--- src/rtl/dma_cfg_pkg.sv ---
// Configuration constants of the cluster DMA
// Widths, requester count and command queue sizing

package dma_cfg_pkg;

  // ******************************
  // Requester side
  // ******************************

  // Cores plus the cluster controller
  localparam int NB_CTRLS   = 3;
  // Enough bits to tag a command with its requester
  localparam int CTRL_ID_W  = 2;
  // Register offset inside one requester port
  localparam int REG_ADDR_W = 2;

  // ******************************
  // Data path
  // ******************************

  localparam int DATA_W  = 32;
  // Word address, same on TCDM and external side
  localparam int ADDR_W  = 16;
  // Transfer length in words, zero moves one word
  localparam int LEN_W   = 8;
  // Direction bit in the REG_LEN_DIR write data
  localparam int DIR_BIT = 31;

  // ******************************
  // Command queue
  // ******************************

  localparam int QUEUE_DEPTH = 4;
  localparam int QPTR_W      = $clog2(QUEUE_DEPTH);
  // Per-requester outstanding count, queue entries plus one in the engine
  localparam int PEND_W      = $clog2(QUEUE_DEPTH + 2);

endpackage

--- src/rtl/dma_cmd_pkg.sv ---
// Encodings of the DMA programming model
// Register offsets, transfer direction and engine FSM states

package dma_cmd_pkg;

  import dma_cfg_pkg::*;

  // ******************************
  // Register map of one requester port
  // ******************************

  // Offsets are word registers, all ports share the same map
  typedef enum logic [REG_ADDR_W-1:0] {
    // Start address on the external bus
    REG_EXT_ADDR  = 2'd0,
    // Start address in the scratchpad
    REG_TCDM_ADDR = 2'd1,
    // Length in bits 7:0, direction in bit 31, the write launches
    REG_LEN_DIR   = 2'd2,
    // Read-only, outstanding transfers of this port
    REG_STATUS    = 2'd3
  } dma_reg_e;

  // Copy direction, selects which bus is read
  typedef enum logic {
    DIR_EXT2TCDM = 1'b0,
    DIR_TCDM2EXT = 1'b1
  } dma_dir_e;

  // ******************************
  // Transfer engine FSM
  // ******************************

  // One word per round trip: read source, wait data, write sink
  typedef enum logic [2:0] {
    IDLE    = 3'd0,
    RD_REQ  = 3'd1,
    RD_WAIT = 3'd2,
    WR_REQ  = 3'd3,
    DONE    = 3'd4
  } dma_state_e;

endpackage

--- src/rtl/dma_cmd_if.sv ---
// Transfer command channel with valid/ready handshake
// Source and sink modports

interface dma_cmd_if
  import dma_cfg_pkg::*, dma_cmd_pkg::*;
();

  // Handshake, a transfer happens when both are high
  logic                 valid;
  logic                 ready;

  // Command payload, held stable while valid waits for ready
  logic [ADDR_W-1:0]    ext_addr;
  logic [ADDR_W-1:0]    tcdm_addr;
  logic [LEN_W-1:0]     len;
  dma_dir_e             dir;
  // Issuing requester, returned with the termination
  logic [CTRL_ID_W-1:0] id;

  modport source (
    output valid, ext_addr, tcdm_addr, len, dir, id,
    input  ready
  );

  modport sink (
    input  valid, ext_addr, tcdm_addr, len, dir, id,
    output ready
  );

endinterface

--- src/rtl/dma_ctrl_unit.sv ---
// Requester register ports with round-robin arbitration
// Command launch and per-requester pending counters

module dma_ctrl_unit
  import dma_cfg_pkg::*, dma_cmd_pkg::*;
(
  input  logic                             clk_i,
  input  logic                             rst_n_i,
  input  logic [NB_CTRLS-1:0]              ctrl_req_i,
  input  logic [NB_CTRLS-1:0][REG_ADDR_W-1:0] ctrl_add_i,
  input  logic [NB_CTRLS-1:0]              ctrl_wen_i,
  input  logic [NB_CTRLS-1:0][DATA_W-1:0]  ctrl_wdata_i,
  output logic [NB_CTRLS-1:0]              ctrl_gnt_o,
  output logic [NB_CTRLS-1:0]              ctrl_r_valid_o,
  output logic [NB_CTRLS-1:0][DATA_W-1:0]  ctrl_r_rdata_o,
  input  logic                             term_valid_i,
  input  logic [CTRL_ID_W-1:0]             term_id_i,
  output logic                             pending_o,
  dma_cmd_if.source                        cmd
);

  logic [NB_CTRLS-1:0]               elig;
  logic [CTRL_ID_W-1:0]              rr_q;
  logic                              gnt_any;
  logic [CTRL_ID_W-1:0]              gnt_idx;
  dma_reg_e                          gnt_reg;
  logic                              gnt_wr;
  logic                              launch;
  logic [NB_CTRLS-1:0][ADDR_W-1:0]   ext_addr_q;
  logic [NB_CTRLS-1:0][ADDR_W-1:0]   tcdm_addr_q;
  logic [NB_CTRLS-1:0][PEND_W-1:0]   pend_q;
  logic [NB_CTRLS-1:0]               r_valid_q;
  logic [DATA_W-1:0]                 rdata_d;
  logic [DATA_W-1:0]                 rdata_q;

  // ******************************
  // Arbitration
  // ******************************

  // A launch write is held back while the queue is full
  always_comb begin
    for (int i = 0; i < NB_CTRLS; i++) begin
      elig[i] = ctrl_req_i[i];
      if (!ctrl_wen_i[i] && ctrl_add_i[i] == REG_LEN_DIR && !cmd.ready) begin
        elig[i] = 1'b0;
      end
    end
  end

  // Scan downwards so the port right at rr_q wins last
  always_comb begin
    int idx;
    gnt_any = 1'b0;
    gnt_idx = '0;
    for (int k = NB_CTRLS - 1; k >= 0; k--) begin
      idx = (int'(rr_q) + k) % NB_CTRLS;
      if (elig[idx]) begin
        gnt_any = 1'b1;
        gnt_idx = CTRL_ID_W'(idx);
      end
    end
  end

  assign ctrl_gnt_o = gnt_any ? (NB_CTRLS'(1) << gnt_idx) : '0;
  assign gnt_reg    = dma_reg_e'(ctrl_add_i[gnt_idx]);
  // wen low means write
  assign gnt_wr     = gnt_any && !ctrl_wen_i[gnt_idx];
  assign launch     = gnt_wr && gnt_reg == REG_LEN_DIR;

  // Command goes out in the grant cycle, ready is already known high
  assign cmd.valid     = launch;
  assign cmd.ext_addr  = ext_addr_q[gnt_idx];
  assign cmd.tcdm_addr = tcdm_addr_q[gnt_idx];
  assign cmd.len       = ctrl_wdata_i[gnt_idx][LEN_W-1:0];
  assign cmd.dir       = dma_dir_e'(ctrl_wdata_i[gnt_idx][DIR_BIT]);
  assign cmd.id        = gnt_idx;

  // ******************************
  // Registers and response
  // ******************************

  // Private address registers per port
  always_ff @(posedge clk_i) begin
    if (gnt_wr && gnt_reg == REG_EXT_ADDR) begin
      ext_addr_q[gnt_idx] <= ctrl_wdata_i[gnt_idx][ADDR_W-1:0];
    end
    if (gnt_wr && gnt_reg == REG_TCDM_ADDR) begin
      tcdm_addr_q[gnt_idx] <= ctrl_wdata_i[gnt_idx][ADDR_W-1:0];
    end
  end

  // Readback value, sampled at grant
  always_comb begin
    case (gnt_reg)
      REG_EXT_ADDR:  rdata_d = DATA_W'(ext_addr_q[gnt_idx]);
      REG_TCDM_ADDR: rdata_d = DATA_W'(tcdm_addr_q[gnt_idx]);
      REG_STATUS:    rdata_d = DATA_W'(pend_q[gnt_idx]);
      default:       rdata_d = '0;
    endcase
  end

  always_ff @(posedge clk_i) begin
    if (gnt_any) rdata_q <= rdata_d;
  end

  always_ff @(posedge clk_i or negedge rst_n_i) begin
    if (!rst_n_i) begin
      rr_q      <= '0;
      r_valid_q <= '0;
      pend_q    <= '0;
    end else begin
      // Response one cycle after every grant, reads and writes alike
      r_valid_q <= ctrl_gnt_o;
      if (gnt_any) begin
        rr_q <= (gnt_idx == CTRL_ID_W'(NB_CTRLS - 1)) ? '0 : gnt_idx + 1'b1;
      end
      // Launch and termination of one port can meet in a cycle
      for (int i = 0; i < NB_CTRLS; i++) begin
        case ({launch && gnt_idx == CTRL_ID_W'(i), term_valid_i && term_id_i == CTRL_ID_W'(i)})
          2'b10:   pend_q[i] <= pend_q[i] + 1'b1;
          2'b01:   pend_q[i] <= pend_q[i] - 1'b1;
          default: ;
        endcase
      end
    end
  end

  // Only one r_valid is ever high, so ports share the data register
  always_comb begin
    for (int i = 0; i < NB_CTRLS; i++) begin
      ctrl_r_rdata_o[i] = rdata_q;
    end
  end

  assign ctrl_r_valid_o = r_valid_q;
  assign pending_o      = |pend_q;

  // Grant only to an eligible port, never the same port twice while another waits
  a_gnt_rr: assert property (@(posedge clk_i) disable iff (!rst_n_i)
    (ctrl_gnt_o & ~elig) == '0 &&
    ((ctrl_gnt_o & $past(ctrl_gnt_o)) == '0 || (elig & ~ctrl_gnt_o) == '0));

  // Engine never terminates a command this port did not launch
  a_pend_underflow: assert property (@(posedge clk_i) disable iff (!rst_n_i)
    term_valid_i |-> pend_q[term_id_i] != '0);

endmodule

--- src/rtl/dma_cmd_queue.sv ---
// Global command FIFO between control unit and engine

module dma_cmd_queue
  import dma_cfg_pkg::*, dma_cmd_pkg::*;
(
  input  logic      clk_i,
  input  logic      rst_n_i,
  dma_cmd_if.sink   push,
  dma_cmd_if.source pop,
  output logic      empty_o
);

  // Storage split per field
  logic [ADDR_W-1:0]    ext_mem  [QUEUE_DEPTH];
  logic [ADDR_W-1:0]    tcdm_mem [QUEUE_DEPTH];
  logic [LEN_W-1:0]     len_mem  [QUEUE_DEPTH];
  dma_dir_e             dir_mem  [QUEUE_DEPTH];
  logic [CTRL_ID_W-1:0] id_mem   [QUEUE_DEPTH];

  logic [QPTR_W-1:0]    wr_ptr_q;
  logic [QPTR_W-1:0]    rd_ptr_q;
  logic [QPTR_W:0]      count_q;
  logic                 full;
  logic                 wr_en;
  logic                 rd_en;

  assign full       = count_q == (QPTR_W + 1)'(QUEUE_DEPTH);
  assign empty_o    = count_q == '0;
  assign push.ready = !full;
  assign pop.valid  = !empty_o;
  assign wr_en      = push.valid && push.ready;
  assign rd_en      = pop.valid && pop.ready;

  // Head entry, new writes appear here the next cycle
  assign pop.ext_addr  = ext_mem[rd_ptr_q];
  assign pop.tcdm_addr = tcdm_mem[rd_ptr_q];
  assign pop.len       = len_mem[rd_ptr_q];
  assign pop.dir       = dir_mem[rd_ptr_q];
  assign pop.id        = id_mem[rd_ptr_q];

  always_ff @(posedge clk_i) begin
    if (wr_en) begin
      ext_mem[wr_ptr_q]  <= push.ext_addr;
      tcdm_mem[wr_ptr_q] <= push.tcdm_addr;
      len_mem[wr_ptr_q]  <= push.len;
      dir_mem[wr_ptr_q]  <= push.dir;
      id_mem[wr_ptr_q]   <= push.id;
    end
  end

  // Depth is a power of two, pointers wrap by themselves
  always_ff @(posedge clk_i or negedge rst_n_i) begin
    if (!rst_n_i) begin
      wr_ptr_q <= '0;
      rd_ptr_q <= '0;
      count_q  <= '0;
    end else begin
      if (wr_en) wr_ptr_q <= wr_ptr_q + 1'b1;
      if (rd_en) rd_ptr_q <= rd_ptr_q + 1'b1;
      count_q <= count_q + (QPTR_W + 1)'(wr_en) - (QPTR_W + 1)'(rd_en);
    end
  end

  // Control unit must hold back the launch grant while full
  a_no_push_full: assert property (@(posedge clk_i) disable iff (!rst_n_i)
    push.valid |-> !full);

endmodule

--- src/rtl/dma_xfer_engine.sv ---
// Word-by-word copy engine between TCDM and external bus
// Termination pulse per finished command

module dma_xfer_engine
  import dma_cfg_pkg::*, dma_cmd_pkg::*;
(
  input  logic                 clk_i,
  input  logic                 rst_n_i,
  dma_cmd_if.sink              cmd,
  output logic                 tcdm_req_o,
  output logic [ADDR_W-1:0]    tcdm_add_o,
  output logic                 tcdm_wen_o,
  output logic [DATA_W-1:0]    tcdm_wdata_o,
  input  logic                 tcdm_gnt_i,
  input  logic                 tcdm_r_valid_i,
  input  logic [DATA_W-1:0]    tcdm_r_rdata_i,
  output logic                 ext_req_o,
  output logic [ADDR_W-1:0]    ext_add_o,
  output logic                 ext_wen_o,
  output logic [DATA_W-1:0]    ext_wdata_o,
  input  logic                 ext_gnt_i,
  input  logic                 ext_r_valid_i,
  input  logic [DATA_W-1:0]    ext_r_rdata_i,
  output logic                 term_valid_o,
  output logic [CTRL_ID_W-1:0] term_id_o,
  output logic                 active_o
);

  dma_state_e           state_q;
  dma_state_e           state_d;
  logic [ADDR_W-1:0]    ext_addr_q;
  logic [ADDR_W-1:0]    tcdm_addr_q;
  // Words left after the current one
  logic [LEN_W-1:0]     rem_q;
  dma_dir_e             dir_q;
  logic [CTRL_ID_W-1:0] id_q;
  logic [DATA_W-1:0]    data_q;
  logic                 ext_is_src;
  logic                 rd_req;
  logic                 wr_req;
  logic                 src_gnt;
  logic                 src_r_valid;
  logic [DATA_W-1:0]    src_rdata;
  logic                 dst_gnt;

  // ******************************
  // Source and sink steering
  // ******************************

  assign ext_is_src  = dir_q == DIR_EXT2TCDM;
  assign rd_req      = state_q == RD_REQ;
  assign wr_req      = state_q == WR_REQ;

  assign src_gnt     = ext_is_src ? ext_gnt_i     : tcdm_gnt_i;
  assign src_r_valid = ext_is_src ? ext_r_valid_i : tcdm_r_valid_i;
  assign src_rdata   = ext_is_src ? ext_r_rdata_i : tcdm_r_rdata_i;
  assign dst_gnt     = ext_is_src ? tcdm_gnt_i    : ext_gnt_i;

  assign ext_req_o    = ext_is_src ? rd_req : wr_req;
  assign tcdm_req_o   = ext_is_src ? wr_req : rd_req;
  // wen high is a read, only the sink ever writes
  assign ext_wen_o    = !wr_req;
  assign tcdm_wen_o   = !wr_req;
  assign ext_add_o    = ext_addr_q;
  assign tcdm_add_o   = tcdm_addr_q;
  assign ext_wdata_o  = data_q;
  assign tcdm_wdata_o = data_q;

  // ******************************
  // FSM
  // ******************************

  always_comb begin
    state_d = state_q;
    case (state_q)
      IDLE:    if (cmd.valid) state_d = RD_REQ;
      RD_REQ:  if (src_gnt) state_d = RD_WAIT;
      RD_WAIT: if (src_r_valid) state_d = WR_REQ;
      WR_REQ: begin
        if (dst_gnt) state_d = (rem_q == '0) ? DONE : RD_REQ;
      end
      DONE:    state_d = IDLE;
      default: state_d = IDLE;
    endcase
  end

  always_ff @(posedge clk_i or negedge rst_n_i) begin
    if (!rst_n_i) begin
      state_q <= IDLE;
    end else begin
      state_q <= state_d;
    end
  end

  // Command latch, address walk and read data capture
  always_ff @(posedge clk_i) begin
    if (state_q == IDLE && cmd.valid) begin
      ext_addr_q  <= cmd.ext_addr;
      tcdm_addr_q <= cmd.tcdm_addr;
      // Zero length still moves one word
      rem_q       <= (cmd.len == '0) ? '0 : cmd.len - 1'b1;
      dir_q       <= cmd.dir;
      id_q        <= cmd.id;
    end else if (wr_req && dst_gnt) begin
      ext_addr_q  <= ext_addr_q + 1'b1;
      tcdm_addr_q <= tcdm_addr_q + 1'b1;
      rem_q       <= rem_q - 1'b1;
    end
    if (state_q == RD_WAIT && src_r_valid) begin
      data_q <= src_rdata;
    end
  end

  assign cmd.ready    = state_q == IDLE;
  assign term_valid_o = state_q == DONE;
  assign term_id_o    = id_q;
  assign active_o     = state_q != IDLE;

  a_one_bus: assert property (@(posedge clk_i) disable iff (!rst_n_i)
    !(tcdm_req_o && ext_req_o));

  // Request fields frozen until the bus grants
  a_tcdm_hold: assert property (@(posedge clk_i) disable iff (!rst_n_i)
    tcdm_req_o && !tcdm_gnt_i |=>
      tcdm_req_o && $stable({tcdm_add_o, tcdm_wen_o, tcdm_wdata_o}));

  a_ext_hold: assert property (@(posedge clk_i) disable iff (!rst_n_i)
    ext_req_o && !ext_gnt_i |=>
      ext_req_o && $stable({ext_add_o, ext_wen_o, ext_wdata_o}));

endmodule

--- src/rtl/dma_wrap.sv ---
// Cluster DMA top level with plain requester and memory ports
// Termination event decode and busy flag

module dma_wrap
  import dma_cfg_pkg::*;
(
  input  logic                                clk_i,
  input  logic                                rst_n_i,
  // Requester register ports
  input  logic [NB_CTRLS-1:0]                 ctrl_req_i,
  input  logic [NB_CTRLS-1:0][REG_ADDR_W-1:0] ctrl_add_i,
  input  logic [NB_CTRLS-1:0]                 ctrl_wen_i,
  input  logic [NB_CTRLS-1:0][DATA_W-1:0]     ctrl_wdata_i,
  output logic [NB_CTRLS-1:0]                 ctrl_gnt_o,
  output logic [NB_CTRLS-1:0]                 ctrl_r_valid_o,
  output logic [NB_CTRLS-1:0][DATA_W-1:0]     ctrl_r_rdata_o,
  // Scratchpad bus
  output logic                                tcdm_req_o,
  output logic [ADDR_W-1:0]                   tcdm_add_o,
  output logic                                tcdm_wen_o,
  output logic [DATA_W-1:0]                   tcdm_wdata_o,
  input  logic                                tcdm_gnt_i,
  input  logic                                tcdm_r_valid_i,
  input  logic [DATA_W-1:0]                   tcdm_r_rdata_i,
  // External memory bus
  output logic                                ext_req_o,
  output logic [ADDR_W-1:0]                   ext_add_o,
  output logic                                ext_wen_o,
  output logic [DATA_W-1:0]                   ext_wdata_o,
  input  logic                                ext_gnt_i,
  input  logic                                ext_r_valid_i,
  input  logic [DATA_W-1:0]                   ext_r_rdata_i,
  output logic [NB_CTRLS-1:0]                 term_event_o,
  output logic                                busy_o
);

  logic                 term_valid;
  logic [CTRL_ID_W-1:0] term_id;
  logic                 pending;
  logic                 queue_empty;
  logic                 engine_active;

  dma_cmd_if cmd_push_if ();
  dma_cmd_if cmd_pop_if ();

  dma_ctrl_unit u_ctrl (
    .clk_i          ( clk_i          ),
    .rst_n_i        ( rst_n_i        ),
    .ctrl_req_i     ( ctrl_req_i     ),
    .ctrl_add_i     ( ctrl_add_i     ),
    .ctrl_wen_i     ( ctrl_wen_i     ),
    .ctrl_wdata_i   ( ctrl_wdata_i   ),
    .ctrl_gnt_o     ( ctrl_gnt_o     ),
    .ctrl_r_valid_o ( ctrl_r_valid_o ),
    .ctrl_r_rdata_o ( ctrl_r_rdata_o ),
    .term_valid_i   ( term_valid     ),
    .term_id_i      ( term_id        ),
    .pending_o      ( pending        ),
    .cmd            ( cmd_push_if    )
  );

  dma_cmd_queue u_queue (
    .clk_i   ( clk_i       ),
    .rst_n_i ( rst_n_i     ),
    .push    ( cmd_push_if ),
    .pop     ( cmd_pop_if  ),
    .empty_o ( queue_empty )
  );

  dma_xfer_engine u_engine (
    .clk_i          ( clk_i          ),
    .rst_n_i        ( rst_n_i        ),
    .cmd            ( cmd_pop_if     ),
    .tcdm_req_o     ( tcdm_req_o     ),
    .tcdm_add_o     ( tcdm_add_o     ),
    .tcdm_wen_o     ( tcdm_wen_o     ),
    .tcdm_wdata_o   ( tcdm_wdata_o   ),
    .tcdm_gnt_i     ( tcdm_gnt_i     ),
    .tcdm_r_valid_i ( tcdm_r_valid_i ),
    .tcdm_r_rdata_i ( tcdm_r_rdata_i ),
    .ext_req_o      ( ext_req_o      ),
    .ext_add_o      ( ext_add_o      ),
    .ext_wen_o      ( ext_wen_o      ),
    .ext_wdata_o    ( ext_wdata_o    ),
    .ext_gnt_i      ( ext_gnt_i      ),
    .ext_r_valid_i  ( ext_r_valid_i  ),
    .ext_r_rdata_i  ( ext_r_rdata_i  ),
    .term_valid_o   ( term_valid     ),
    .term_id_o      ( term_id        ),
    .active_o       ( engine_active  )
  );

  // One event line per requester
  assign term_event_o = term_valid ? (NB_CTRLS'(1) << term_id) : '0;

  // Launched and not yet terminated on any port
  assign busy_o = pending;

  // Queue entries and the running command are always counted as pending
  a_busy_cover: assert property (@(posedge clk_i) disable iff (!rst_n_i)
    !pending |-> queue_empty && !engine_active);

endmodule

--- config.mk ---
export PLATFORM = sky130hd
export DESIGN_NAME = dma_wrap
export DESIGN_NICKNAME = d
export VERILOG_FILES = /design/src/rtl/dma_cfg_pkg.sv /design/src/rtl/dma_cmd_pkg.sv /design/src/rtl/dma_cmd_if.sv /design/src/rtl/dma_ctrl_unit.sv /design/src/rtl/dma_cmd_queue.sv /design/src/rtl/dma_xfer_engine.sv /design/src/rtl/dma_wrap.sv
export SDC_FILE = /design/constraint.sdc
export NUM_CORES = 1
export LEC_CHECK = 0
export ABC_AREA = 1
export ABC_CLOCK_PERIOD_IN_PS = 5050
export BUFFER_PORTS_ARGS = -buffer_cell sky130_fd_sc_hd__clkbuf_2
export CORE_ASPECT_RATIO = 1.4
export CORE_UTILIZATION = 40
export DETAILED_ROUTE_END_ITERATION = 16
export SLEW_MARGIN = 20
export SYNTH_ARGS = -nofsm -noshare
export SYNTH_HDL_FRONTEND = slang
export SYNTH_HIERARCHICAL = 1
export SYNTH_SLANG_ARGS = --single-unit
--- constraint.sdc ---
create_clock -name clk_i -period 5.05 [get_ports clk_i]
set_input_delay 0.2525 -clock clk_i [delete_from_list [all_inputs] [get_ports clk_i]]
set_output_delay 0.2525 -clock clk_i [all_outputs]
set_load 0.03 [all_outputs]
==> metrics list, run 1 <==
- Result of the run: complete, no violations
- Count of endpoints failing setup in the final report: 0
- Number of standard cells after synthesis: 1,818
- Minimum clock period: 4.02 ns
* Critical Path Source Type: flop
- Based on the critical path, the design can be clocked at up to 0.249 GHz.
* Effective utilization at floorplan: 0.408
* Netlist Area Pre-Place: 18,500 µm²
* Core region area: 45,200 µm²
* WL/cell: 15.3 µm
- Area of all sequential standard cells: 11,400 µm²
- Across the routed clock network, the largest skew measured is 0.0241 ns.
* Clock root buffer: sky130_fd_sc_hd__clkbuf_16
* Class of the tightest hold or removal check: in -> reg
* Port Buf Inserts: 290
- In the post-route analysis, the smallest setup slack over all paths is 1.03 ns.
* Transition time of the tightest slew-check pin: 1.09 ns
- Deepest level of the CTS H-tree: 2
* Std cell rows: 92
- For this block, the routed nets add up to 41,800 µm of wire.
- The total overflow left after global routing is 0.
- Longest Clk Path Bufs: 3
- Iter 0 DRT Violations: 706
* NumNets Final: 2,295
- The number of antenna diodes in the final layout is 0.
* Maximum vdd drop: 0.686 mV
- Post-placement setup slack: 1.02 ns
- The die covers 47,000 µm².
- The count of endpoints failing hold in the final timing report is 0.
- Yosys Warn Count: 6
- In the routed design, unresolved DRC markers number 0.
- Die outline width: 184 µm
* First-pass GRT wire length: 65,800 µm
* Total leakage power: 9.19 nW
* Filler Cells Inserted: 4,105
- The number of global-route vias before repair is 12,471.
- CTS buffer count: 38
* Ratio of cells with drive above 1 in the final layout: 0.207
- Setup repair after global routing left no endpoint under its margin.
* Pin count of the biggest net entering global routing: 88
- Summing over every cut layer, the via total after detailed routing is 12,910.
- Data on the critical path arrives at its endpoint at 4.50 ns.
- After detailed routing, the number of vias per cell comes to 4.72.
- The die is 256 µm tall.
- For the final routed database, the setup TNS stands at 0 ns.
- The library cells used most frequently in the layout, excluding fill and tap cells, are 594 x sky130_fd_sc_hd__nand2_1, 359 x sky130_fd_sc_hd__edfxtp_1, 290 x sky130_fd_sc_hd__clkbuf_2.
- Initial DRT Pass Iterations: 5
* Final RePlAce weighted congestion: 0.862
* TritonCTS clock tree: done
- Antenna violations before repair: 0
- The library cell used most frequently in the layout, excluding fill and tap cells, is sky130_fd_sc_hd__nand2_1.
- Count of buffers added by post-CTS timing repair for setup: 0
- Headroom to the max-slew limit came out at 0.274.
- Final core utilization: 0.476
* Kind of critical path: reg -> reg
- Max cap viols: 0
- In the finished design, the share of the clock period the worst path needs comes to 0.795.
- Final HPWL DP: 27,500 µm
- Category of the worst setup path capture point: flop
* Required time of the critical path: 5.53 ns
* Number of sinks on the clock net: 383
- Clock latency on the worst-skew pair: 0.54 ns
- Clock-pin slew was measured on the worst setup and hold paths at 0.06 ns.
* Layout-stage area growth over the synthesis result: 16.7%
* Global routing usage summed across all routing layers: 0.177
- Dividing the synthesized area by the synthesized cell count gives 10.1 µm².
* Area of the multi-input gates: 5550 µm²
- The detail route stage leaves a number of antenna-violating nets equal to 0.
- Of all nets on the critical path, the largest fanout is 50.
* Count of boundary I/O pins: 384
- For this design the ratio of total power to cell area is 783 nW/µm².
- The final-report max-slew violation count is 0.
-- flip-flops by register name, summed over array words and instances (netlist names), 4 cells and up --
| signal | cells |
|---|---|
| u_queue/ext_mem | 64 |
| u_queue/tcdm_mem | 64 |
| u_ctrl/ext_addr_q | 48 |
| u_ctrl/tcdm_addr_q | 48 |
| u_engine/ext_wdata_o | 32 |
| u_queue/len_mem | 32 |
| u_ctrl/rdata_q | 16 |
| u_engine/ext_add_o | 16 |
| u_engine/tcdm_add_o | 16 |
| u_ctrl/pend_q | 9 |
| u_engine/rem_q | 8 |
| u_queue/id_mem | 8 |
| u_queue/dir_mem | 4 |
-- final timing paths --
kind	startpoint	end	slack, ns	cells after the start
worst max-delay path	u_queue/count_q[1]	u_queue/count_q[2]	1.03	24
worst min-delay path	tcdm_r_rdata_i[8]	u_engine/ext_wdata_o[8]	0.02	3
worst max register to register	u_queue/count_q[1]	u_queue/count_q[2]	1.03	24
worst min register to register	u_queue/rd_ptr_q[1]	u_queue/rd_ptr_q[1]	0.50	2
max in group asynchronous	rst_n_i	u_queue/rd_ptr_q[0]	4.27	2
min in group asynchronous	rst_n_i	u_ctrl/ctrl_r_valid_o[2]	0.27	2
-- routing by layer --
| metal | GRT usage | up-vias | wire, µm |
|---|---|---|---|
| li1 | - | 6380 | - |
| met1 | 0.218 | 6075 | 17500 |
| met2 | 0.318 | 387 | 21000 |
| met3 | 0.0238 | 68 | 2130 |
| met4 | 0.0553 | 0 | 1090 |
| met5 | 0 | - | 0 |
-- cell type report --
class                   instances  area share
clock inverters                19     0.00639
multi-input cells            1175       0.258
well taps                     611      0.0355
flip-flops and latches        383       0.529
inverters                     133      0.0234
repair buffers                366       0.103
clock buffers                  46      0.0456
-- timing repair --
item | CTS | global route
gates resized for setup | 0 | 0
hold buffers | 57 | 0
endpoints found under the hold margin | 55 | 0
-- critical path: stages (launching register included) --
cell                       delay, ns
sky130_fd_sc_hd__dfrtp_1        0.39
sky130_fd_sc_hd__nor2_1         0.14
sky130_fd_sc_hd__nand2_1        0.20
sky130_fd_sc_hd__nor2_2         0.18
sky130_fd_sc_hd__nand2_1        0.09
sky130_fd_sc_hd__nand3_1        0.09
sky130_fd_sc_hd__nand2_2        0.09
sky130_fd_sc_hd__a21oi_4        0.17
sky130_fd_sc_hd__nand2_4        0.11
sky130_fd_sc_hd__nand2_8        0.11
sky130_fd_sc_hd__nand2_8        0.09
sky130_fd_sc_hd__nand2_4        0.12
sky130_fd_sc_hd__inv_2          0.05
sky130_fd_sc_hd__buf_4          0.29
sky130_fd_sc_hd__nand2_1        0.12
sky130_fd_sc_hd__nand2_1        0.06
sky130_fd_sc_hd__nor2_2         0.22
sky130_fd_sc_hd__and2_1         0.22
sky130_fd_sc_hd__nand2_1        0.09
sky130_fd_sc_hd__ha_1           0.29
sky130_fd_sc_hd__inv_1          0.04
sky130_fd_sc_hd__ha_1           0.18
sky130_fd_sc_hd__fa_1           0.38
sky130_fd_sc_hd__nand3b_1       0.17
sky130_fd_sc_hd__nand2_1        0.07
-- where the power goes --
part	internal [mW]	total (mW)	switching (mW)
combinational	2.08	8.04	5.96
clock	1.44	2.60	1.16
sequential	5.67	6.21	0.544
total	9.19	16.9	7.67
-- per-stage QoR --
step	hold WS [ns]	instances	power [mW]	instance area [µm²]
global placement	0.308	2611	14.0	19800
CTS	0.00234	2733	17.0	21500
global route	0.0165	2733	18.0	21500
detailed placement	0.317	2611	14.2	19800
floorplan	-0.0431	1865	12.1	18600
finish	0.0213	2733	16.9	21500
(Power assumes the default switching activity.)
==> run 2, diff against run 1 <==
--- a/config.mk
+++ b/config.mk
@@ -6,7 +6,7 @@
 export NUM_CORES = 1
 export LEC_CHECK = 0
 export ABC_AREA = 1
-export ABC_CLOCK_PERIOD_IN_PS = 5050
+export ABC_CLOCK_PERIOD_IN_PS = 3630
 export BUFFER_PORTS_ARGS = -buffer_cell sky130_fd_sc_hd__clkbuf_2
 export CORE_ASPECT_RATIO = 1.4
 export CORE_UTILIZATION = 40
==> constraint.sdc (replaced) <==
create_clock -name clk_i -period 3.63 [get_ports clk_i]
set_input_delay 0.1815 -clock clk_i [delete_from_list [all_inputs] [get_ports clk_i]]
set_output_delay 0.1815 -clock clk_i [all_outputs]
set_load 0.03 [all_outputs]
==> run 2 against run 1 <==
Maximum frequency grew 18%. Sequential share of layout area shrank 0.95 points. Clock-buffer cell count grew 2. Worst setup slack lost 0.80 ns. Highest routed layer unchanged. Utilization grew 0.87 points. Design area grew 1.8%. Via count grew 0.57%. Cell count grew 1.2%. Critical path depth shrank 4. First-iteration DRC count shrank 9.5%. Critical path type unchanged. Power grew 43%.
==> metrics list, run 2 (same netlist as run 1, synthesis figures left out) <==
- Result of the run: complete, no violations (unchanged).
* Minimum clock period: 3.39 ns (was 4.02 ns)
* Pins Over Slew Limit: 0 (unchanged)
- The ratio of routed vias to standard cells was 4.70 (was 4.72).
- Area of the multi-input gates: 5570 µm² (was 5550 µm²)
- The type of element capturing the critical path is a flop (unchanged).
* Setup Total Neg Slack: 0 ns (unchanged)
- Number of sinks on the clock net: 383 (unchanged)
- The number of setup violations in the final report came to 0 (unchanged).
* Clock latency on the worst-skew pair: 0.54 ns (about the same)
- The area after detailed placement came to 20,000 µm² (was 19,800 µm²).
- The clock tree root driver cell was sky130_fd_sc_hd__clkbuf_16 (unchanged).
- Setup skew after layout: 0.0245 ns (was 0.0241 ns)
- First-pass GRT wire length: 65,400 µm (was 65,800 µm)
- Count of boundary I/O pins: 384 (unchanged)
- Floorplan die area: 47,000 µm² (unchanged)
* Post-placement setup slack: 0.0160 ns (was 1.02 ns)
* Kind of critical path: reg -> reg (unchanged)
- Die boundary height: 256 µm (unchanged)
* WL/cell: 15.5 µm (was 15.3 µm)
- Required time of the critical path: 3.86 ns (was 5.53 ns)
- The placer congestion estimate was 0.839 (was 0.862).
- The area of the placeable core was 45,200 µm² (unchanged).
- The maximum buffer depth of the clock tree came to 3 (unchanged).
* Max cap viols: 0 (unchanged)
* Initial DRT Pass Iterations: 6 (was 5)
* Via count of the first global-routing pass: 12,393 (was 12,471)
- Pin count of the biggest net entering global routing: 66 (was 88)
- Die outline width: 184 µm (unchanged)
- The type of the tightest min-delay check was in -> reg (unchanged).
- The final clock period utilization by the worst path was 0.935 (was 0.795).
* Slew Limit Headroom: 0.352 (was 0.274)
- The proportion of layout cells with a drive suffix above 1 is 0.220 (was 0.207).
- The number of placement rows is 92 (unchanged).
* NumNets Final: 2,326 (was 2,295)
- The TritonCTS clock tree is done (unchanged).
- Deepest level of the CTS H-tree: 2 (unchanged)
* Data arrival time of the critical path: 3.62 ns (was 4.50 ns)
- The all-layer global routing usage is 0.178 (was 0.177).
- The total grt overflow is 0 (unchanged).
- The kind of start point of the critical path was a flop (unchanged).
* Crit Path Max Fanout: 23 (was 50)
- The count of endpoints failing hold in the final timing report came to 0 (unchanged).
* Total number of vias: 12,984 (was 12,910)
* Total leakage power: 9.40 nW (was 9.19 nW)
* Effective utilization at floorplan: 0.408 (unchanged)
* CTS buffer count: 38 (unchanged)
- Transition time of the tightest slew-check pin: 0.968 ns (was 1.09 ns)
- The fill cell total of the finished layout was 4,155 (was 4,105).
* Antenna violations before repair: 1 (was 0)
- Port Buf Inserts: 290 (unchanged)
* Critical path's largest stage delay: 0.40 ns (was 0.39 ns)
- Registers with the most flip-flops: u_queue/ext_mem (64), u_queue/tcdm_mem (64) (unchanged)
- # DRC: 0 (unchanged)
- Worst-path cell chain: inv_1 > ha_1 > inv_1 > nand3_1 > nand2_2 > nand2_2 > nor2_4 > nor2_8 > nand2_8 > nand2_8 > nand2_4 > inv_2 > nand2_1 > nand2_4 > nor2_2 > and2_4 > nand2_1 > buf_12 > nor2_4 > buf_12 (was nor2_1 > nand2_1 > nor2_2 > nand2_1 > nand3_1 > nand2_2 > a21oi_4 > nand2_4 > nand2_8 > nand2_8 > nand2_4 > inv_2 > buf_4 > nand2_1 > nand2_1 > nor2_2 > and2_1 > nand2_1 > ha_1 > inv_1 > ha_1 > fa_1 > nand3b_1 > nand2_1)
- Max Freq: 0.295 GHz (was 0.249 GHz)
- The cell with the largest stage delay on the worst path is sky130_fd_sc_hd__nor2_4 (was sky130_fd_sc_hd__dfrtp_1).
- Post-route setup slack: 0.235 ns (was 1.03 ns)
* Iter 0 DRT Violations: 639 (was 706)
- The overall power of the completed layout is 24.1 mW (was 16.9 mW).
- Commonest cells after routing, fill and taps aside: 592 x sky130_fd_sc_hd__nand2_1, 359 x sky130_fd_sc_hd__edfxtp_1, 290 x sky130_fd_sc_hd__clkbuf_2 (was 594 x sky130_fd_sc_hd__nand2_1, 359 x sky130_fd_sc_hd__edfxtp_1, 290 x sky130_fd_sc_hd__clkbuf_2).
* Maximum vdd drop: 0.955 mV (was 0.686 mV)
- The detailed-placement wirelength estimate came to 28,600 µm (was 27,500 µm).
- The number of cell instances on the worst register-to-register path is 20 (was 24).
- The number of standard cells in the final layout excluding fillers came to 2,765 (was 2,733).
- Area of all sequential standard cells: 11,400 µm² (unchanged)
- The cell depth of the worst hold path was 3 (unchanged).
* Clock-pin slew on the worst setup and hold paths: 0.06 ns (about the same)
- Sum of routed wire length over all layers: 42,900 µm (was 41,800 µm)
- The instance count after placement with tap cells included came to 2,627 (was 2,611).
* Layout-stage area growth over the synthesis result: 18.8% (was 16.7%)
* Post-detailed-route count of antenna-violating nets: 0 (unchanged)
* Post-Layout Inst Area: 21,900 µm² (was 21,500 µm²)
* Leading cell type in the layout, fill and taps excluded: sky130_fd_sc_hd__nand2_1 (unchanged)
- Power density of the placed cells: 1100 nW/µm² (was 783 nW/µm²)
[run 2: area by class of cell]
type | instances | share of cell area
clock inverters | 17 | 0.00873
repair buffers | 395 | 0.114
clock buffers | 48 | 0.0465
inverters | 133 | 0.0230
multi-input cells | 1177 | 0.254
diodes | 1 | 0.000114
well taps | 611 | 0.0349
flip-flops and latches | 383 | 0.519
[run 2: through the flow]
stage                     hold slack, ns  utilization
final                             0.0598        0.485
after global routing              0.0776        0.485
after CTS                         0.0369        0.484
after detailed placement           0.231        0.442
after global placement             0.227        0.442
after floorplan                   -0.114            -
[run 2: worst max-delay path, delay by kind of cell, from the launching register on]
kind	cells	cell delay, ns
flip-flops	1	0.35
buffers and inverters	5	0.67
AND/OR/NAND/NOR	14	1.66
adder cells (fa/ha/maj)	1	0.34
[run 2: path summary, 6_finish.rpt]
check / end / startpoint / slack [ns]
setup / recovery: u_queue/tcdm_mem[0][11] / u_ctrl/rr_q[0] / 0.24
hold / removal: u_ctrl/ext_addr_q[42] / ctrl_wdata_i[10] / 0.06
setup reg to reg: u_queue/tcdm_mem[0][11] / u_ctrl/rr_q[0] / 0.24
hold reg to reg: u_queue/rd_ptr_q[1] / u_queue/rd_ptr_q[1] / 0.52
max in group asynchronous: u_queue/rd_ptr_q[0] / rst_n_i / 2.91
min in group asynchronous: u_ctrl/pend_q[6] / rst_n_i / 0.21
[run 2: repair_timing]
| action | in CTS | in global routing |
|---|---|---|
| pin swaps | 0 | 4 |
| resized for setup | 2 | 3 |
| cloned | 0 | 2 |
| endpoints found under the setup margin | 56 | 88 |
| endpoints found under the hold margin | 56 | 0 |
| hold buffers | 65 | 0 |
| setup buffers | 5 | 0 |
[run 2: power breakdown]
group / leakage (nW) / switching [mW] / total, mW / internal, mW
logic: 5.20 / 8.48 / 11.6 / 3.16
clock network: 0.597 / 1.60 / 3.87 / 2.27
registers: 3.60 / 0.734 / 8.62 / 7.89
[run 2: metal layers]
metal  vias up  GRT usage  share of wire
met4         0     0.0646          0.029
li1       6444          -              -
met2       408      0.324           0.52
met1      6061      0.211           0.40
met5         -          0              0
met3        71     0.0249          0.056
==> run 3, diff against run 2 <==
==> constraint.sdc (replaced) <==
create_clock -name clk_i -period 3.63 [get_ports clk_i]
set_input_delay 0.726 -clock clk_i [delete_from_list [all_inputs] [get_ports clk_i]]
set_output_delay 0.726 -clock clk_i [all_outputs]
set_load 0.03 [all_outputs]
==> run 3 against run 2 <==
Clock-buffer cell count down 5. First-iteration DRC count rose by 5.6%. Sequential cell count unchanged. Sequential share of layout area grew 1.7 points. Clock skew down 0.0066 ns. Maximum frequency shrank 1.4%. Utilization fell by 1.5 points. Cell count fell by 2.3%. Critical path depth grew 3. Power fell by 1.9%. Largest power group unchanged.
==> metrics list, run 3 (same netlist as run 1, synthesis figures left out) <==
- Clock root buffer: sky130_fd_sc_hd__clkbuf_16 (unchanged)
- The number of setup violations in the final report is 0 (unchanged).
* Category of the worst setup path capture point: flop (unchanged)
- Ratio of cells with drive above 1 in the final layout: 0.229 (was 0.220)
- The type of the tightest min-delay check is in -> async (was in -> reg).
- The placer congestion estimate is 0.854 (was 0.839).
- The static leakage power was 9.09 nW (was 9.40 nW).
- The CTS H-tree depth is 2 (unchanged).
- Net switching power: 10.7 mW (was 10.8 mW)
* Number of buffers inserted for hold repair after clock tree synthesis: 0 (was 65)
- The clock latency of the later-clocked register in the worst-skew pair came to 0.55 ns (was 0.54 ns).
* Crit Path Max Fanout: 11 (was 23)
* Initial DRT Pass Iterations: 5 (was 6)
* Critical Path Source Type: flop (unchanged)
- Share of power burned in the clock network: 0.157 (was 0.160)
- The pin count of the biggest net entering global routing is 58 (was 66).
* Clock-pin slew on the worst setup and hold paths: 0.06 ns (about the same)
* Pins Over Slew Limit: 0 (unchanged)
- Setup Total Neg Slack: 0 ns (unchanged)
* Die outline width: 184 µm (unchanged)
- Power density of the placed cells: 1110 nW/µm² (was 1100 nW/µm²)
- Count of boundary I/O pins: 384 (unchanged)
- Final HPWL DP: 27,800 µm (was 28,600 µm)
* Final core utilization: 0.469 (was 0.485)
- The portion of total power attributed to sequential cells was 0.365 (was 0.357).
* Count of non-filler cells in the finished layout: 2,701 (was 2,765)
* Layout-stage area growth over the synthesis result: 15.1% (was 18.8%)
- Worst-path cell chain: nor2_4 > nand2_4 > nor2_4 > nand2_1 > nand3_1 > nand2_2 > a21oi_4 > nand2_4 > nand2_8 > nand2_8 > nand2_8 > inv_2 > nand2_1 > nand2_4 > nor2_1 > and2_4 > nand2_1 > ha_1 > inv_1 > ha_1 > fa_1 > nand3b_1 > nand2_1 (was inv_1 > ha_1 > inv_1 > nand3_1 > nand2_2 > nand2_2 > nor2_4 > nor2_8 > nand2_8 > nand2_8 > nand2_4 > inv_2 > nand2_1 > nand2_4 > nor2_2 > and2_4 > nand2_1 > buf_12 > nor2_4 > buf_12).
* CTS buffer count: 38 (unchanged)
- Number of sinks on the clock net: 383 (unchanged)
* Internal power: 12.9 mW (was 13.3 mW)
- Post-placement setup slack: -0.0266 ns (was 0.0160 ns)
- Power share of the combinational group: 0.478 (was 0.482)
- Counting stages on the worst path, the most repeated cell is sky130_fd_sc_hd__nand2_1.
- The number of violations reported at the end of detailed-routing iteration 0 is 675 (was 639).
* Number of cells on the worst reg-to-reg path: 23 (was 20)
* Kind of critical path: reg -> reg (unchanged)
- Via count of the first global-routing pass: 11,997 (was 12,393)
* Result of the run: complete, no violations (unchanged)
* Registers with the most flip-flops: u_queue/ext_mem (64), u_queue/tcdm_mem (64) (unchanged)
* Placed cell count: 2,629 (was 2,627)
- The number of violations of the max-capacitance limit was 0 (unchanged).
- The area of all placed cells without fillers came to 21,200 µm² (was 21,900 µm²).
* Core region area: 45,200 µm² (unchanged)
* Transition time of the tightest slew-check pin: 0.806 ns (was 0.968 ns)
* Std cell rows: 92 (unchanged)
- Longest Clk Path Bufs: 3 (unchanged)
- The number of I/O port buffers was 290 (unchanged).
- The commonest non-fill, non-tap cell in the layout is sky130_fd_sc_hd__nand2_1 (unchanged).
* Vias per std cell: 4.70 (about the same)
* Minimum clock period: 3.44 ns (was 3.39 ns)
- The total grt overflow is 0 (unchanged).
* Effective utilization at floorplan: 0.408 (unchanged)
- The area of the die is 47,000 µm² (unchanged).
- The largest stage delay on the critical path is 0.41 ns (was 0.40 ns).
* Post-detailed-route count of antenna-violating nets: 0 (unchanged)
- The die height was 256 µm (unchanged).
- Global routing usage summed across all routing layers: 0.173 (was 0.178)
- The net switching share of the total power is 0.453 (was 0.448).
* Total power: 23.7 mW (was 24.1 mW)
* Placed inst area: 20,000 µm² (about the same)
- Data arrival time of the critical path: 3.92 ns (was 3.62 ns)
* Total number of vias: 12,701 (was 12,984)
- The cell with the largest stage delay on the worst path is sky130_fd_sc_hd__dfrtp_1 (was sky130_fd_sc_hd__nor2_4).
* Sum of routed wire length over all layers: 40,900 µm (was 42,900 µm)
* Diodes inserted: 0 (was 1)
- Post-route setup slack: 0.187 ns (was 0.235 ns)
- The TritonCTS clock tree is done (unchanged).
* Filler Cells Inserted: 4,166 (was 4,155)
- Max Freq: 0.290 GHz (was 0.295 GHz)
- # DRC: 0 (unchanged)
- The headroom to the max-slew limit was 0.462 (was 0.352).
- The number of antenna violations at the first check in global routing is 0 (was 1).
* Final hold viol count: 0 (unchanged)
- Maximum vdd drop: 0.593 mV (was 0.955 mV)
- The worst clock skew is 0.0179 ns (was 0.0245 ns).
- First-pass GRT wire length: 63,800 µm (was 65,400 µm)
- Required time of the critical path: 4.11 ns (was 3.86 ns)
- Fraction of the cycle the final worst path needs: 0.948 (was 0.935)
- Commonest cells after routing, fill and taps aside: 593 x sky130_fd_sc_hd__nand2_1, 359 x sky130_fd_sc_hd__edfxtp_1, 290 x sky130_fd_sc_hd__clkbuf_2 (was 592 x sky130_fd_sc_hd__nand2_1, 359 x sky130_fd_sc_hd__edfxtp_1, 290 x sky130_fd_sc_hd__clkbuf_2).
* Worst hold slack across all endpoints: 0.191 ns (was 0.0598 ns)
- NumNets Final: 2,263 (was 2,326)
- The routed length per placed instance came to 15.1 µm (was 15.5 µm).
[run 3: cell types whose count changed in the layout (fill, tap and decap cells not counted), moves of 5 or more]
cell	delta
sky130_fd_sc_hd__nor2_2	-6
sky130_fd_sc_hd__dlygate4sd3_1	-65
sky130_fd_sc_hd__buf_4	+7
sky130_fd_sc_hd__clkinvlp_4	+5
[run 3: layout make-up]
class | instances | area (µm²) | share of cell area
clock buffers | 43 | 970 | 0.0457
clock inverters | 22 | 190 | 0.00896
inverters | 133 | 504 | 0.0237
multi-input cells | 1175 | 5590 | 0.263
flip-flops and latches | 383 | 11400 | 0.536
well taps | 611 | 764 | 0.0360
repair buffers | 334 | 1830 | 0.0863
[run 3: worst paths after layout]
| path | to | start | slack [ns] |
|---|---|---|---|
| worst max-delay path | u_queue/count_q[2] | u_queue/count_q[0] | 0.19 |
| worst min-delay path | u_ctrl/pend_q[1] | rst_n_i | 0.19 |
| worst max register to register | u_queue/count_q[2] | u_queue/count_q[0] | 0.19 |
| worst min register to register | u_queue/rd_ptr_q[1] | u_queue/rd_ptr_q[1] | 0.50 |
| max in group asynchronous | u_queue/rd_ptr_q[0] | rst_n_i | 2.96 |
| min in group clk_i | u_engine/ext_wdata_o[9] | ext_r_rdata_i[9] | 0.46 |
[run 3: what timing repair did]
action                     4_1_cts  5_1_grt
pin swaps                        0        4
gates resized for setup          2        9
setup endpoints to repair        2      180
setup buffers                    0        7
[run 3: metal layers]
layer	vias up	track usage	wire [µm]
li1	6320	-	-
met1	5957	0.212	17100
met2	365	0.311	20900
met3	59	0.0216	1910
met4	0	0.0572	1030
met5	-	0	0
[run 3: critical path, delay by kind of cell (launching register included)]
| family | cells | cell delay [ns] |
|---|---|---|
| buffers and inverters | 2 | 0.09 |
| AO/OA/AOI/OAI | 1 | 0.19 |
| adder cells (fa/ha/maj) | 3 | 0.83 |
| flip-flops | 1 | 0.41 |
| AND/OR/NAND/NOR | 17 | 1.86 |
[run 3: power by group through the flow]
stage          logic, mW  clock network (mW)  registers (mW)
3_5_place_dp        11.3                   0            8.73
6_report            11.3                3.71            8.64
2_1_floorplan       7.60                   0            9.22
5_1_grt             12.6                3.96            8.80
3_3_place_gp        11.0                   0            8.67
4_1_cts             11.3                3.82            8.64
